<file path="config.mk">
export PLATFORM = sky130hd
export DESIGN_NAME = resultFifo
export DESIGN_NICKNAME = d
export VERILOG_FILES = /design/src/acclPkg.sv /design/src/resultFifo.sv
export SDC_FILE = /design/constraint.sdc
export NUM_CORES = 1
export LEC_CHECK = 0
export ABC_CLOCK_PERIOD_IN_PS = 5700
export CAP_MARGIN = 0
export CORE_MARGIN = 3
export CORE_UTILIZATION = 59
export CTS_CLUSTER_DIAMETER = 100
export DETAILED_ROUTE_END_ITERATION = 10
export DONT_BUFFER_PORTS = 1
export PLACE_DENSITY = 0.75
export SYNTH_ARGS = -nofsm -noshare
export SYNTH_HDL_FRONTEND = slang
export SYNTH_SLANG_ARGS = --single-unit
</file>
<file path="constraint.sdc">
create_clock -name clk -period 5.7 [get_ports clk]
set_clock_uncertainty 0.2 [all_clocks]
set_input_delay 1.14 -clock clk [delete_from_list [all_inputs] [get_ports clk]]
set_output_delay 1.14 -clock clk [all_outputs]
set_load 0.01 [all_outputs]
</file>
<file path="src/acclPkg.sv">
/*
 * Convolution accelerator definitions
 * Filter geometry, queue sizing, APB register map and vector types
 */
package acclPkg;

	// Filter geometry, one tap per coefficient
	localparam int FilterRows = 3;
	localparam int FilterLayers = 3;
	localparam int NumTaps = FilterRows * FilterLayers;
	localparam int FillBits = $clog2(NumTaps + 1);

	// Result queue sizing
	localparam int FifoDepth = 8;
	localparam int CountBits = 4;
	localparam int PtrBits = $clog2(FifoDepth);

	// Bus and datapath widths
	localparam int AddrBits = 12;
	localparam int WordBits = 32;
	localparam int SampleBits = 16;

	typedef logic [AddrBits-1:0] addrT;
	typedef logic [WordBits-1:0] wordT;
	typedef logic signed [SampleBits-1:0] sampleT;
	typedef logic signed [SampleBits-1:0] coefT;
	typedef logic signed [WordBits-1:0] productT;

	// Register map, byte addresses
	localparam addrT AddrControl = 12'h000;
	localparam addrT AddrStatus = 12'h004;
	localparam addrT AddrCoeffBase = 12'h100;
	localparam addrT AddrData = 12'h200;
	localparam addrT AddrResult = 12'h300;

	// Status register fields
	localparam int StatusFullBit = 8;

	// Control register fields
	localparam int ControlClearBit = 0;

endpackage

</file>
<file path="src/resultFifo.sv">
/*
 * Result FIFO
 * Circular queue of results with a reservation count for windows
 * still in the pipeline, so space covers results not yet pushed
 */
`timescale 1ns/1ps

module resultFifo (
	input  logic clk,
	input  logic rst,
	input  logic clear,
	input  logic reserve,
	input  logic push,
	input  acclPkg::wordT result,
	input  logic pop,
	output acclPkg::wordT head,
	output logic [acclPkg::CountBits-1:0] count,
	output logic full,
	output logic empty,
	output logic space
);

	acclPkg::wordT mem [acclPkg::FifoDepth];
	logic [acclPkg::PtrBits-1:0] wrPtr;
	logic [acclPkg::PtrBits-1:0] rdPtr;
	logic [acclPkg::CountBits-1:0] resv;
	logic [acclPkg::CountBits:0] committed;
	logic doPush;
	logic doPop;

	assign full = (count == (acclPkg::CountBits)'(acclPkg::FifoDepth));
	assign empty = (count == '0);
	assign doPush = push && !full;
	assign doPop = pop && !empty;

	// Entries stored plus entries promised to the pipeline
	assign committed = {1'b0, count} + {1'b0, resv};
	assign space = (committed < (acclPkg::CountBits + 1)'(acclPkg::FifoDepth));

	// Pointers wrap on their own since the depth is a power of two
	always_ff @(posedge clk) begin
		if (rst || clear) begin
			wrPtr <= '0;
			rdPtr <= '0;
			count <= '0;
			resv <= '0;
		end else begin
			if (doPush) begin
				wrPtr <= wrPtr + 1'b1;
			end
			if (doPop) begin
				rdPtr <= rdPtr + 1'b1;
			end
			case ({doPush, doPop})
				2'b10: count <= count + 1'b1;
				2'b01: count <= count - 1'b1;
				default: ;
			endcase
			// Taken when a window leaves the shift chain, returned on push
			case ({reserve, push})
				2'b10: resv <= resv + 1'b1;
				2'b01: resv <= resv - 1'b1;
				default: ;
			endcase
		end
	end

	always_ff @(posedge clk) begin
		if (doPush) begin
			mem[wrPtr] <= result;
		end
	end

	assign head = mem[rdPtr];

endmodule

</file>
## Yosys cells after proc, flatten, opt, wreduce, memory -nomap -nowiden

Memories as Yosys holds them, arrays and structs flattened. A register that Yosys moved wholly into a read port is not among the register bits.
Index checks and enable logic that the tools add are counted.

| storage, ports and cells | value |
|---|---|
| register bits | 14 |
| RAM bits | 256 |
| logic and storage cells | 32 |
| memories kept | 1 |

Memory list:

| memory | words | width | rd ports | clocked after Yosys merged registers in | write ports | RTL line | source |
|---|---|---|---|---|---|---|---|
| mem | 8 | 32 | 1 | 1 | 1 | resultFifo.sv:23 | `acclPkg::wordT mem [acclPkg::FifoDepth];` |

| cells by class | value |
|---|---|
| add/subtract/negate cells | 7 |
| equality and inequality tests | 5 |
| order comparisons | 1 |
| muxes and demuxes | 6 |
| reduce and logical (&&, ||, !) cells | 8 |

Operator list:

| kind | number |
|---|---|
| case mux 4 bit (2 select lines) | 2 |
| adder 4 x 1 -> 4 bit (second input constant) | 2 |
| subtractor 4 x 1 -> 4 bit (second input constant) | 2 |
| adder 3 x 1 -> 3 bit (second input constant) | 2 |
| 2-to-1 mux 3 bit | 2 |
| adder 4 x 4 -> 5 bit | 1 |
| < comparator 5 x 4 -> 1 bit (second input constant) | 1 |
| == test 2 x 1 -> 1 bit (second input constant) | 2 |
| == test 2 bit (second input constant) | 2 |
| == test 4 bit (second input constant) | 1 |
| zero test 4 bit | 1 |
| nonzero test 2 bit | 2 |
| logical AND 1 bit | 2 |
| zero test 1 bit | 2 |
| 2-to-1 mux 1 bit | 2 |
| logical OR 1 bit | 1 |

## Logic depth before layout (Yosys ltp)

Gate-level depths: netlist of run 1.

| depth | value |
|---|---|
| depth after elaboration | 5 |
| depth in mapped cells | 11 |

## Least setup slack after synthesis of run 1

OpenSTA, ideal clock, no wires.

| timing | value |
|---|---|
| kind | input-to-reg |
| start point | in push |
| end point | mem mem[0][0] (netlist name), enable pin |
| setup time | 0.501 ns |
| setup slack | 0.723 ns |
| buffers on the path | 0 |
| arrival | 4.276 ns |
| cell stages on the path | 2 |
| path through | nand2_4 -> nor4_1 |

| between the ends | value |
|---|---|
| cells in the longest elaborated chain, start to end | 3 |

Ends and longest elaborated chain:

| what | RTL line | source |
|---|---|---|
| start: declaration | resultFifo.sv:13 | `input logic push,` |
| logical AND 1 bit | resultFifo.sv:33 | `assign doPush = push && !full;` |
| 2-to-1 mux 1 bit | resultFifo.sv:69 | `if (doPush) begin` |
| 2-to-1 mux 1 bit (not written as such) | resultFifo.sv:70 | `mem[wrPtr] <= result;` |
| end: declaration | resultFifo.sv:23 |  |

No other way between the ends.

==> results of run 1 <==
-- flip-flops by register name, indices dropped and copies added (netlist names), named ones only --
name and flops:
resv 4, mem 256, wrPtr 3, rdPtr 3
count 4
-- worst register-to-register path: stages (launching register included) --
cell,delay [ns]
sky130_fd_sc_hd__dfxtp_1,0.44
sky130_fd_sc_hd__or4b_1,0.71
sky130_fd_sc_hd__nand2_4,0.21
sky130_fd_sc_hd__ha_1,0.28
sky130_fd_sc_hd__xor2_1,0.17
sky130_fd_sc_hd__ha_1,0.17
sky130_fd_sc_hd__a21oi_1,0.05
sky130_fd_sc_hd__xor2_1,0.17
sky130_fd_sc_hd__or3_1,0.32
sky130_fd_sc_hd__a21oi_1,0.14
-- layer usage --
metal / global-route usage (%) / vias up / routed length, um
met5: 0 / - / 0
met4: 4.74 / 0 / 439
met3: 5.26 / 35 / 1350
met2: 31.8 / 136 / 9310
met1: 25.7 / 2453 / 7440
li1: - / 2070 / -
-- cell usage in the layout, fill, tap and decap left out, types with 2 or more instances in the layout --
master | synthesis | layout
sky130_fd_sc_hd__edfxtp_1 | 256 | 256
sky130_fd_sc_hd__mux4_1 | 40 | 40
sky130_fd_sc_hd__mux2_2 | 32 | 32
sky130_fd_sc_hd__clkbuf_16 | 0 | 27
sky130_fd_sc_hd__mux4_2 | 24 | 24
sky130_fd_sc_hd__nor2_1 | 19 | 16
sky130_fd_sc_hd__buf_4 | 0 | 15
sky130_fd_sc_hd__dfxtp_1 | 17 | 14
sky130_fd_sc_hd__ha_1 | 11 | 11
sky130_fd_sc_hd__xor2_1 | 8 | 8
sky130_fd_sc_hd__clkbuf_1 | 7 | 7
sky130_fd_sc_hd__clkinv_2 | 0 | 6
sky130_fd_sc_hd__inv_1 | 5 | 5
sky130_fd_sc_hd__nand3_1 | 5 | 5
sky130_fd_sc_hd__nand2_1 | 5 | 5
sky130_fd_sc_hd__a21oi_1 | 5 | 5
sky130_fd_sc_hd__nor3_2 | 0 | 4
sky130_fd_sc_hd__o21ai_0 | 4 | 4
sky130_fd_sc_hd__nor2_4 | 0 | 3
sky130_fd_sc_hd__clkinv_1 | 0 | 3
sky130_fd_sc_hd__nand2b_1 | 2 | 2
sky130_fd_sc_hd__mux2i_1 | 2 | 2
sky130_fd_sc_hd__dfxtp_2 | 0 | 2
sky130_fd_sc_hd__clkinvlp_4 | 0 | 2
sky130_fd_sc_hd__bufinv_16 | 0 | 2
-- cells by family (layout without fill, tap and decap cells) --
group	after synthesis	count (layout)	share of synthesized area [%]
DFF	273	273	74.7
xor gates and xnor gates	9	9	0.733
and+or+nand+nor	46	46	2.19
AOI/OAI and AO/OA	16	16	0.989
adders and majority gates	12	12	1.47
muxes	98	98	18.3
buffers and inverters	29	67	1.59
-- power by group --
part	switching, mW	internal, mW	leakage (nW)
registers	0.0162	2.22	2.46
clock network	0.679	0.956	0.398
logic	0.0576	0.0535	0.928
-- through the flow --
step,total power [mW],area [sq um],cells
2_1_floorplan,2.37,10700,483
4_1_cts,4.01,11900,746
3_3_place_gp,2.39,11000,699
5_1_grt,4.11,11900,746
3_5_place_dp,2.39,11000,699
6_report,3.98,11900,746
-- final timing paths --
path / end
worst max-delay path: head[12]
worst min-delay path: resv[3]$_SDFFE_PP0P_
worst max register to register: count[2]$_SDFFE_PP0P_
worst min register to register: resv[3]$_SDFFE_PP0P_
-- cells in the mapped netlist, types with 2 or more instances --
library cell,instances
sky130_fd_sc_hd__nand3_1,5
sky130_fd_sc_hd__mux4_1,40
sky130_fd_sc_hd__nor4_1,2
sky130_fd_sc_hd__mux2i_1,2
sky130_fd_sc_hd__buf_1,7
sky130_fd_sc_hd__inv_1,5
sky130_fd_sc_hd__buf_2,2
sky130_fd_sc_hd__ha_1,11
sky130_fd_sc_hd__mux4_2,24
sky130_fd_sc_hd__edfxtp_1,256
sky130_fd_sc_hd__a21oi_1,5
sky130_fd_sc_hd__nand2b_1,2
sky130_fd_sc_hd__xor2_1,8
sky130_fd_sc_hd__o21ai_0,4
sky130_fd_sc_hd__clkbuf_1,7
sky130_fd_sc_hd__mux2_2,32
sky130_fd_sc_hd__buf_6,8
sky130_fd_sc_hd__nor3_1,4
sky130_fd_sc_hd__dfxtp_1,17
sky130_fd_sc_hd__nor2_1,19
sky130_fd_sc_hd__nand2_1,5
-- layout make-up --
type	count	area, sq um	area share, %
clock buffer	34	702	5.92
clock inverter	13	116	0.981
inverter	5	18.8	0.158
multi-input combinational	181	2600	21.9
sequential	273	8030	67.7
tap	225	282	2.37
timing repair buffer	15	113	0.949
==> flow_summary.json, run 1 <==
{
  "result_of_the_run": "finished clean",
  "syn-num-nets": 533,
  "synth_enable_flop_cells": 256,
  "clock-root-buffer": "sky130_fd_sc_hd__clkbuf_16",
  "grt_antenna_before_repair": 0,
  "first_pass_grt_wire_length_um": 28800,
  "initial_utilization_pct": 61.3,
  "io_port_bufs": 0,
  "boundaryPins": 77,
  "cp_data_arrival_time_ns": 2.78,
  "num_vias": 4694,
  "grt_pass1_vias": 4949,
  "max_stage_delay_ns": 0.94,
  "grt.overflow.total": 0,
  "criticalPathCategory": "reg2out",
  "hold_path.class": "reg2reg",
  "timing.hold.worst_path_depth": 2,
  "antenna-diode-count": 0,
  "place_worst_setup_slack_ns": 2.03,
  "gp_congestion": 0.684,
  "crit-reg2reg-launch": "count[1]$_SDFFE_PP0P_",
  "timing.critical_path.slowest_stage_cell": "sky130_fd_sc_hd__dfxtp_4",
  "cpLargestDelayFamily": "flip-flops",
  "avgRoutedWirePerCell_um": 24.9,
  "postCtsHoldBufs": 0,
  "cts.sink_count": 273,
  "flow.area_growth_from_synthesis_pct": 10.4,
  "syn-instance-count": 483,
  "cts-buffers-inserted": 26,
  "power_density_over_the_cells_nw_per_um2": 336,
  "synth_largest_type_area_fraction_pct": 71.5,
  "setup_viol_count_final": 0,
  "clock_tree.htree_level_count": 1,
  "synth_top_cell_by_area": "sky130_fd_sc_hd__edfxtp_1",
  "fillers": 1105,
  "critical_path.cell_chain": "buf_4 -> mux4_1 -> mux2_2",
  "slew_headroom_pct": 27.3,
  "finish.net_count": 552,
  "max_cap_violations": 0,
  "ant_nets": 0,
  "crit_path_start_kind": "flip-flop",
  "post_cts.repair.setup_buffers": 0,
  "die_w_um": 141,
  "cp_num_cells": 3,
  "detailedRoute.firstPassIterationCount": 5,
  "groute.usage.overall_pct": 19.1,
  "period_utilization_pct": 72.2,
  "most_frequently_used_flop_master_after_synthesis": "sky130_fd_sc_hd__edfxtp_1",
  "ys_top_cells_by_area": "sky130_fd_sc_hd__edfxtp_1 (72%), sky130_fd_sc_hd__mux4_1 (9.8%), sky130_fd_sc_hd__mux4_2 (5.0%)",
  "crit_required_ns": 4.36,
  "cts_tree": "yes",
  "drt_drc_violations_left": 0,
  "dieHeight_um": 141,
  "synthesis.area_per_instance_sq_um": 22.3,
  "critical_path.endpoint_type": "output port",
  "setup_repair_after_global_routing_missed_its_margin": "false",
  "timing.hold.worst.start": "resv[3]$_SDFFE_PP0P_",
  "post_drt_via_cell_ratio": 6.29,
  "p_leak_nw": 3.79,
  "top_achievable_clock_speed_ghz": 0.243,
  "r2r_setup_slack_ns": 2.78,
  "ff2ff_path_depth": 9,
  "fp-row-count": 48,
  "clk-insertion-delay-late_ns": 0.52,
  "share_of_flip_flops_with_an_asynchronous_set_or_reset_pct": 0,
  "final.setup.worst_slack_ns": 1.58,
  "die_area_sq_um": 19900,
  "synth.yosys.seq_area_share_pct": 74.7,
  "layout_cells_sized_above_1_pct": 23.6,
  "core_area_sq_um": 17500,
  "finalHoldViolCount": 0,
  "totalWireLength_um": 18500,
  "synth-seq-cells": 273,
  "synth_cell_type_count": 39,
  "post_cts.resized_instances": 0,
  "cts.clk_slew.worst_paths_ns": 0.06,
  "setup_total_negative_slack_ns": 0,
  "vdd_ir_drop_max_mv": 0.252,
  "drt-initial-drc-count": 340,
  "finalHoldWorstSlack_ns": 0.273,
  "timing.critical_path.fanout_max": 52,
  "ys.warnings.count": 0,
  "critical_path.n_buffers_inverters": 1,
  "place.detailed.hpwl_um": 10700,
  "max_slew.worst_pin.slew_ns": 1.09,
  "max-clock-path-buffers": 3,
  "final.min_clock_period_ns": 4.12,
  "fin_util_pct": 67.7,
  "finalMaxSlewViolations": 0,
  "synthesized_cell_area_sq_um": 10700,
  "grt_max_degree": 53
}
(Power assumes the default switching activity.)
==> inputs of run 2 (changes only) <==
--- a/config.mk
+++ b/config.mk
@@ -5,10 +5,11 @@
 export SDC_FILE = /design/constraint.sdc
 export NUM_CORES = 1
 export LEC_CHECK = 0
-export ABC_CLOCK_PERIOD_IN_PS = 5700
+export ABC_AREA = 1
+export ABC_CLOCK_PERIOD_IN_PS = 3630
 export CAP_MARGIN = 0
 export CORE_MARGIN = 3
-export CORE_UTILIZATION = 59
+export CORE_UTILIZATION = 57
 export CTS_CLUSTER_DIAMETER = 100
 export DETAILED_ROUTE_END_ITERATION = 10
 export DONT_BUFFER_PORTS = 1
==> constraint.sdc (replaced) <==
create_clock -name clk -period 3.63 [get_ports clk]
set_clock_uncertainty 0.2 [all_clocks]
set_input_delay 0.726 -clock clk [delete_from_list [all_inputs] [get_ports clk]]
set_output_delay 0.726 -clock clk [all_outputs]
set_load 0.01 [all_outputs]
==> run 2 against run 1 <==
  * Sequential cell count did not move
  * Synthesized area rose by 2.2%
  * Wire length increased by 14%
  * Clock power up 75%
  * Via count grew 36%
  * Largest cell class unchanged
==> flow_summary.json, run 2 <==
{
  "fillers": 1367,
  "multiInputGateArea_sq_um": 2620,
  "p_leak_nw": 4.17,
  "finish.net_count": 913,
  "p_comb_share_pct": 5.2,
  "grt_max_degree": 129,
  "criticalPathCategory": "reg2out",
  "layout_commonest_cell": "sky130_fd_sc_hd__edfxtp_1",
  "finalMaxSlewViolations": 0,
  "cts-buffers-inserted": 28,
  "crit_required_ns": 2.70,
  "synth-seq-cells": 273,
  "power.share.switching_pct": 20.6,
  "crit_path_start_kind": "flip-flop",
  "clock_power_share_pct": 42.4,
  "avgRoutedWirePerCell_um": 18.5,
  "ff2ff_path_depth": 5,
  "detailedRoute.firstPassIterationCount": 5,
  "io_port_bufs": 0,
  "yosysMostFrequentCell": "sky130_fd_sc_hd__edfxtp_1",
  "postCtsHoldBufs": 0,
  "grt.overflow.total": 0,
  "dp.cells": 1093,
  "synth_top_cell_by_area": "sky130_fd_sc_hd__edfxtp_1",
  "result_of_the_run": "finished clean",
  "timing.critical_path.fanout_max": 128,
  "boundaryPins": 77,
  "hold_path.class": "in2reg",
  "first_pass_grt_wire_length_um": 33100,
  "ant_nets": 0,
  "post_cts.repair.setup_buffers": 0,
  "drt_drc_violations_left": 0,
  "initial_utilization_pct": 58.3,
  "dieHeight_um": 145,
  "slew_headroom_pct": 53.2,
  "critical_path.endpoint_type": "output port",
  "setup_viol_count_final": 0,
  "layoutNonFillerInstCount": 1145,
  "ys.warnings.count": 0,
  "flow.area_growth_from_synthesis_pct": 11.1,
  "p_int_mw": 5.35,
  "netlist_top_cells_count": "sky130_fd_sc_hd__edfxtp_1 (256), sky130_fd_sc_hd__nor2_1 (147), sky130_fd_sc_hd__nand2_1 (124)",
  "share_of_flip_flops_with_an_asynchronous_set_or_reset_pct": 0,
  "fp-row-count": 50,
  "finalHoldViolCount": 0,
  "groute.usage.overall_pct": 20.3,
  "period_utilization_pct": 84.1,
  "core_area_sq_um": 18800,
  "regMostFlops": "mem",
  "sequentialPowerShare_pct": 52.4,
  "setup_repair_after_global_routing_missed_its_margin": "false",
  "finalHoldWorstSlack_ns": 0.0901,
  "syn-instance-count": 862,
  "max_slew.worst_pin.slew_ns": 0.695,
  "most_frequently_used_flop_master_after_synthesis": "sky130_fd_sc_hd__edfxtp_1",
  "power.switching_mw": 1.39,
  "vdd_ir_drop_max_mv": 0.357,
  "synthesis.area_per_instance_sq_um": 12.7,
  "crit-reg2reg-launch": "count[0]$_SDFFE_PP0P_",
  "cts.sink_count": 273,
  "clk-insertion-delay-late_ns": 0.53,
  "max_cap_violations": 0,
  "synth.yosys.seq_area_share_pct": 73.1,
  "die_w_um": 145,
  "clock_tree.htree_level_count": 1,
  "endpoint": "head[15]",
  "final-seq-area_sq_um": 8040,
  "die_area_sq_um": 21000,
  "synth_cell_type_count": 29,
  "grt_antenna_before_repair": 0,
  "setup_total_negative_slack_ns": 0,
  "cp_data_arrival_time_ns": 2.13,
  "cts.clk_slew.worst_paths_ns": 0.06,
  "drt-initial-drc-count": 476,
  "num_vias": 6389,
  "reg.largest.list": "mem x256, count x4, resv x4",
  "r2r_setup_slack_ns": 1.13,
  "place.detailed.hpwl_um": 11900,
  "ys_top_cells_by_area": "sky130_fd_sc_hd__edfxtp_1 (70%), sky130_fd_sc_hd__o21ai_0 (5.1%), sky130_fd_sc_hd__nor2_1 (5.0%)",
  "antenna-diode-count": 0,
  "totalWireLength_um": 21200,
  "synthesized_cell_area_sq_um": 11000,
  "clock-root-buffer": "sky130_fd_sc_hd__clkbuf_16",
  "synth_enable_flop_cells": 256,
  "gp_congestion": 0.759,
  "top_achievable_clock_speed_ghz": 0.328,
  "final_cell_mix": "sky130_fd_sc_hd__edfxtp_1 (256), sky130_fd_sc_hd__nor2_1 (139), sky130_fd_sc_hd__nand2_1 (124)",
  "post_drt_via_cell_ratio": 5.58,
  "largest_register_ff_count": 256,
  "syn-num-nets": 912,
  "cts_tree": "yes",
  "power_density_over_the_cells_nw_per_um2": 553,
  "reg2reg_to": "mem[4][15]$_DFFE_PP_",
  "post_cts.resized_instances": 0,
  "final.min_clock_period_ns": 3.05,
  "layout_cells_sized_above_1_pct": 8.25,
  "grt_pass1_vias": 6184,
  "synth_largest_type_area_fraction_pct": 70.0,
  "max-clock-path-buffers": 3
}
[run 2: cell types whose count changed after synthesis, moves of 8 or more]
cell and delta:
sky130_fd_sc_hd__mux4_2 -24, sky130_fd_sc_hd__mux2_2 -32, sky130_fd_sc_hd__mux2i_1 +30, sky130_fd_sc_hd__inv_1 +24
sky130_fd_sc_hd__mux4_1 -40, sky130_fd_sc_hd__o21ai_0 +107, sky130_fd_sc_hd__clkbuf_1 +8, sky130_fd_sc_hd__o21ai_1 +23
sky130_fd_sc_hd__nor2_1 +128, sky130_fd_sc_hd__buf_4 +8, sky130_fd_sc_hd__nand2_1 +119, sky130_fd_sc_hd__o22ai_1 +32
[run 2: area by class of cell]
cell class | instances | area share, %
Clock buffer | 33 | 6.07
Clock inverter | 19 | 1.59
Inverter | 29 | 0.891
Multi-Input combinational cell | 513 | 21.5
Sequential cell | 273 | 65.8
Tap cell | 260 | 2.66
Timing Repair Buffer | 18 | 1.52
[run 2: kinds of logic (layout without fill, tap and decap cells)]
logic type	Yosys count	after routing	synth area share (%)
flops	273	273	73.1
mux	32	32	2.92
buf+inv	76	99	3.62
xor+xnor	5	5	0.399
simple gates	285	285	9.98
fa+ha+maj	12	12	1.43
compound gates	179	179	8.59
[run 2: worst max-delay path, stage by stage (launching register included)]
cell,delay (ns)
sky130_fd_sc_hd__dfxtp_4,0.36
sky130_fd_sc_hd__buf_12,0.46
sky130_fd_sc_hd__nor2_1,0.16
sky130_fd_sc_hd__nor2_1,0.13
sky130_fd_sc_hd__o21ai_0,0.11
sky130_fd_sc_hd__o21ai_1,0.11
sky130_fd_sc_hd__nand2_1,0.07
sky130_fd_sc_hd__nand2_1,0.14
[run 2: worst min-delay path by stage]
stage | startpoint | endpoint | slack [ns] | depth (start not counted)
CTS | result[5] | mem[7][5]$_DFFE_PP_ | 0.07 | 0
global route | result[28] | mem[3][28]$_DFFE_PP_ | 0.07 | 0
global placement | resv[0]$_SDFFE_PP0P_ | resv[0]$_SDFFE_PP0P_ | 0.27 | 2
detailed placement | resv[0]$_SDFFE_PP0P_ | resv[0]$_SDFFE_PP0P_ | 0.27 | 2
floorplan | resv[0]$_SDFFE_PP0P_ | resv[0]$_SDFFE_PP0P_ | 0.26 | 2
finish | result[5] | mem[3][5]$_DFFE_PP_ | 0.09 | 0
[run 2: power groups by stage]
stage | registers (mW) | logic (mW) | clock network [mW]
final | 3.54 | 0.353 | 2.86
after floorplan | 3.60 | 0.281 | 0
after global routing | 3.54 | 0.398 | 3.03
after global placement | 3.60 | 0.349 | 0
after detailed placement | 3.60 | 0.356 | 0
after CTS | 3.54 | 0.359 | 2.90
[run 2: through the flow]
| step | utilization, % | power [mW] | cell area (sq um) | worst slack, ns |
|---|---|---|---|---|
| floorplan | - | 3.88 | 11000 | 0.611 |
| global route | 64.8 | 6.97 | 12200 | 0.402 |
| detailed placement | 59.9 | 3.96 | 11300 | 1.10 |
| finish | 64.8 | 6.75 | 12200 | 0.577 |
| global placement | 59.9 | 3.95 | 11300 | 1.13 |
| CTS | 64.8 | 6.80 | 12200 | 0.545 |
[run 2: per-layer routing]
layer	vias to the layer above	part of all wire [%]	global-route usage (%)
li1	3081	-	-
met1	3095	42	28.2
met2	179	49	33.2
met3	34	6.5	4.17
met4	0	1.9	5.35
met5	-	0	0
==> inputs of run 3 (changes only) <==
--- a/config.mk
+++ b/config.mk
@@ -5,11 +5,11 @@
 export SDC_FILE = /design/constraint.sdc
 export NUM_CORES = 1
 export LEC_CHECK = 0
-export ABC_AREA = 1
-export ABC_CLOCK_PERIOD_IN_PS = 3630
+export ABC_AREA = 0
+export ABC_CLOCK_PERIOD_IN_PS = 2900
 export CAP_MARGIN = 0
 export CORE_MARGIN = 3
-export CORE_UTILIZATION = 57
+export CORE_UTILIZATION = 59
 export CTS_CLUSTER_DIAMETER = 100
 export DETAILED_ROUTE_END_ITERATION = 10
 export DONT_BUFFER_PORTS = 1
==> constraint.sdc (replaced) <==
create_clock -name clk -period 2.9 [get_ports clk]
set_clock_uncertainty 0.2 [all_clocks]
set_input_delay 0.58 -clock clk [delete_from_list [all_inputs] [get_ports clk]]
set_output_delay 0.58 -clock clk [all_outputs]
set_load 0.01 [all_outputs]
==> run 3 against run 2 <==
  * Power is 15% higher
  * Global-route usage decreased by 0.39 points
  * Die area shrank 5.3%
  * Worst hold slack lost 0.054 ns
  * Non-clock buffer count up 36
  * Largest power group unchanged
  * Highest routed layer unchanged
  * Final cell count decreased by 32%
==> flow_summary.json, run 3 (synthesis results as in run 1) <==
{
  "max_cap_violations": 0,
  "power.switching_mw": 1.50,
  "fillers": 1071,
  "boundaryPins": 77,
  "regMostFlops": "mem",
  "cts-buffers-inserted": 26,
  "clock-root-buffer": "sky130_fd_sc_hd__clkbuf_16",
  "num_vias": 4853,
  "first_pass_grt_wire_length_um": 30000,
  "grt_antenna_before_repair": 0,
  "setup_total_negative_slack_ns": 0,
  "vdd_ir_drop_max_mv": 0.612,
  "grt.overflow.total": 0,
  "clock_power_share_pct": 39.5,
  "ant_nets": 0,
  "die_area_sq_um": 19900,
  "power.share.switching_pct": 19.4,
  "antenna-diode-count": 0,
  "timing.hold.worst.start": "push",
  "crit-reg2reg-launch": "count[0]$_SDFFE_PP0P_",
  "cts_tree": "yes",
  "result_of_the_run": "finished clean",
  "dp.cells": 706,
  "drt_drc_violations_left": 0,
  "final.min_clock_period_ns": 2.88,
  "reg.largest.list": "mem x256, count x4, resv x4",
  "layout_commonest_cell": "sky130_fd_sc_hd__edfxtp_1",
  "post_drt_via_cell_ratio": 6.21,
  "clock_tree.htree_level_count": 1,
  "max_stage_delay_ns": 0.59,
  "timing.hold.worst_path_depth": 2,
  "finish.net_count": 591,
  "reg2reg_to": "count[2]$_SDFFE_PP0P_",
  "totalWireLength_um": 19200,
  "layoutNonFillerInstCount": 782,
  "p_leak_nw": 3.96,
  "dieHeight_um": 141,
  "cpLargestDelayFamily": "multiplexers",
  "ff2ff_path_depth": 9,
  "crit_required_ns": 2.12,
  "r2r_setup_slack_ns": 0.14,
  "power_density_over_the_cells_nw_per_um2": 632,
  "core_area_sq_um": 17500,
  "grt_max_degree": 45,
  "grt_pass1_vias": 5183,
  "hold-path-endpoint": "wrPtr[1]$_SDFFE_PP0P_",
  "fp-row-count": 48,
  "max_slew.worst_pin.slew_ns": 1.01,
  "cp_data_arrival_time_ns": 2.10,
  "critical_path.n_buffers_inverters": 1,
  "timing.critical_path.slowest_stage_cell": "sky130_fd_sc_hd__mux4_1",
  "finalHoldWorstSlack_ns": 0.0360,
  "avgRoutedWirePerCell_um": 24.5,
  "slew_headroom_pct": 32.8,
  "final_cell_mix": "sky130_fd_sc_hd__edfxtp_1 (256), sky130_fd_sc_hd__mux4_1 (38), sky130_fd_sc_hd__dlygate4sd3_1 (32)",
  "period_utilization_pct": 99.4,
  "io_port_bufs": 0,
  "crit_path_start_kind": "flip-flop",
  "die_w_um": 141,
  "sequentialPowerShare_pct": 56.4,
  "top_achievable_clock_speed_ghz": 0.347,
  "detailedRoute.firstPassIterationCount": 4,
  "gp_congestion": 0.703,
  "groute.usage.overall_pct": 19.9,
  "place.detailed.hpwl_um": 10700,
  "setup_viol_count_final": 0,
  "p_int_mw": 6.27,
  "criticalPathCategory": "reg2out",
  "drt-initial-drc-count": 363,
  "hold_path.class": "in2reg",
  "post_cts.repair.setup_buffers": 0,
  "multiInputGateArea_sq_um": 2630,
  "setup_repair_after_global_routing_missed_its_margin": "true",
  "flow.area_growth_from_synthesis_pct": 14.4,
  "finalHoldViolCount": 0,
  "critical_path.endpoint_type": "output port",
  "p_comb_share_pct": 4.2,
  "timing.critical_path.fanout_max": 34,
  "max-clock-path-buffers": 3,
  "clk-insertion-delay-late_ns": 0.52,
  "cts.sink_count": 273,
  "initial_utilization_pct": 61.3,
  "critical_path.cell_chain": "buf_16 -> mux4_1 -> mux2_2",
  "fin_util_pct": 70.1,
  "largest_register_ff_count": 256,
  "finalMaxSlewViolations": 0,
  "layout_cells_sized_above_1_pct": 23.3,
  "final-seq-area_sq_um": 8040,
  "cts.clk_slew.worst_paths_ns": 0.06
}
-- run 3: cell count changes in the layout (fill, tap and decap cells not counted), sizes merged, moves of 25 or more --
cell / change
o21ai: -130
nor2: -128
nand2: -118
mux4: +64
dlygate4sd3: +32
mux2: +32
o22ai: -32
mux2i: -30
inv: -25
-- run 3: timing repair --
item | CTS | global route
gates cloned | 0 | 0
hold buffers | 32 | 0
hold endpoints to repair | 256 | 0
gates resized for setup | 5 | 4
endpoints found under the setup margin | 5 | 29
-- run 3: final cells by class --
type                       instances  share of cell area (%)
tap                              225                    2.29
multi-input combinational        181                    21.4
inverter                           5                   0.153
timing repair buffer              54                    4.55
clock inverter                    14                   0.692
sequential                       273                    65.4
clock buffer                      30                    5.59
-- run 3: power by group through the flow --
stage          sequential [mW]  combinational (mW)  clock [mW]
3_3_place_gp              4.46               0.242           0
4_1_cts                   4.38               0.327        3.13
6_report                  4.38               0.324        3.07
3_5_place_dp              4.47               0.248           0
2_1_floorplan             4.46               0.190           0
5_1_grt                   4.38               0.354        3.28
-- run 3: per-layer routing --
layer | vias up | share of wire, % | global-route usage, %
li1 | 2149 | - | -
met1 | 2514 | 41 | 27.4
met2 | 155 | 50 | 32.7
met3 | 35 | 6.7 | 4.55
met4 | 0 | 2.2 | 5.71
met5 | - | 0 | 0
-- run 3: stage by stage --
| step | setup slack, ns | power, mW | area [sq um] |
|---|---|---|---|
| after floorplan | -0.880 | 4.65 | 10800 |
| after global placement | 0.293 | 4.70 | 11200 |
| after detailed placement | 0.140 | 4.71 | 11200 |
| after CTS | -0.00365 | 7.84 | 12300 |
| after global routing | -0.0477 | 8.01 | 12300 |
| final | 0.0164 | 7.77 | 12300 |
-- run 3: worst max path at each step --
| stage | startpoint | to | slack, ns | depth (start not counted) |
|---|---|---|---|---|
| final | flip-flop | head[13] | 0.02 | 3 |
| after CTS | flip-flop | head[21] | -0.004 | 3 |
| after floorplan | count[1]$_SDFFE_PP0P_ | mem[1][0]$_DFFE_PP_ | -0.88 | 5 |
| after detailed placement | count[0]$_SDFFE_PP0P_ | count[2]$_SDFFE_PP0P_ | 0.14 | 9 |
| after global placement | count[0]$_SDFFE_PP0P_ | count[2]$_SDFFE_PP0P_ | 0.29 | 9 |
| after global routing | flip-flop | head[19] | -0.05 | 3 |
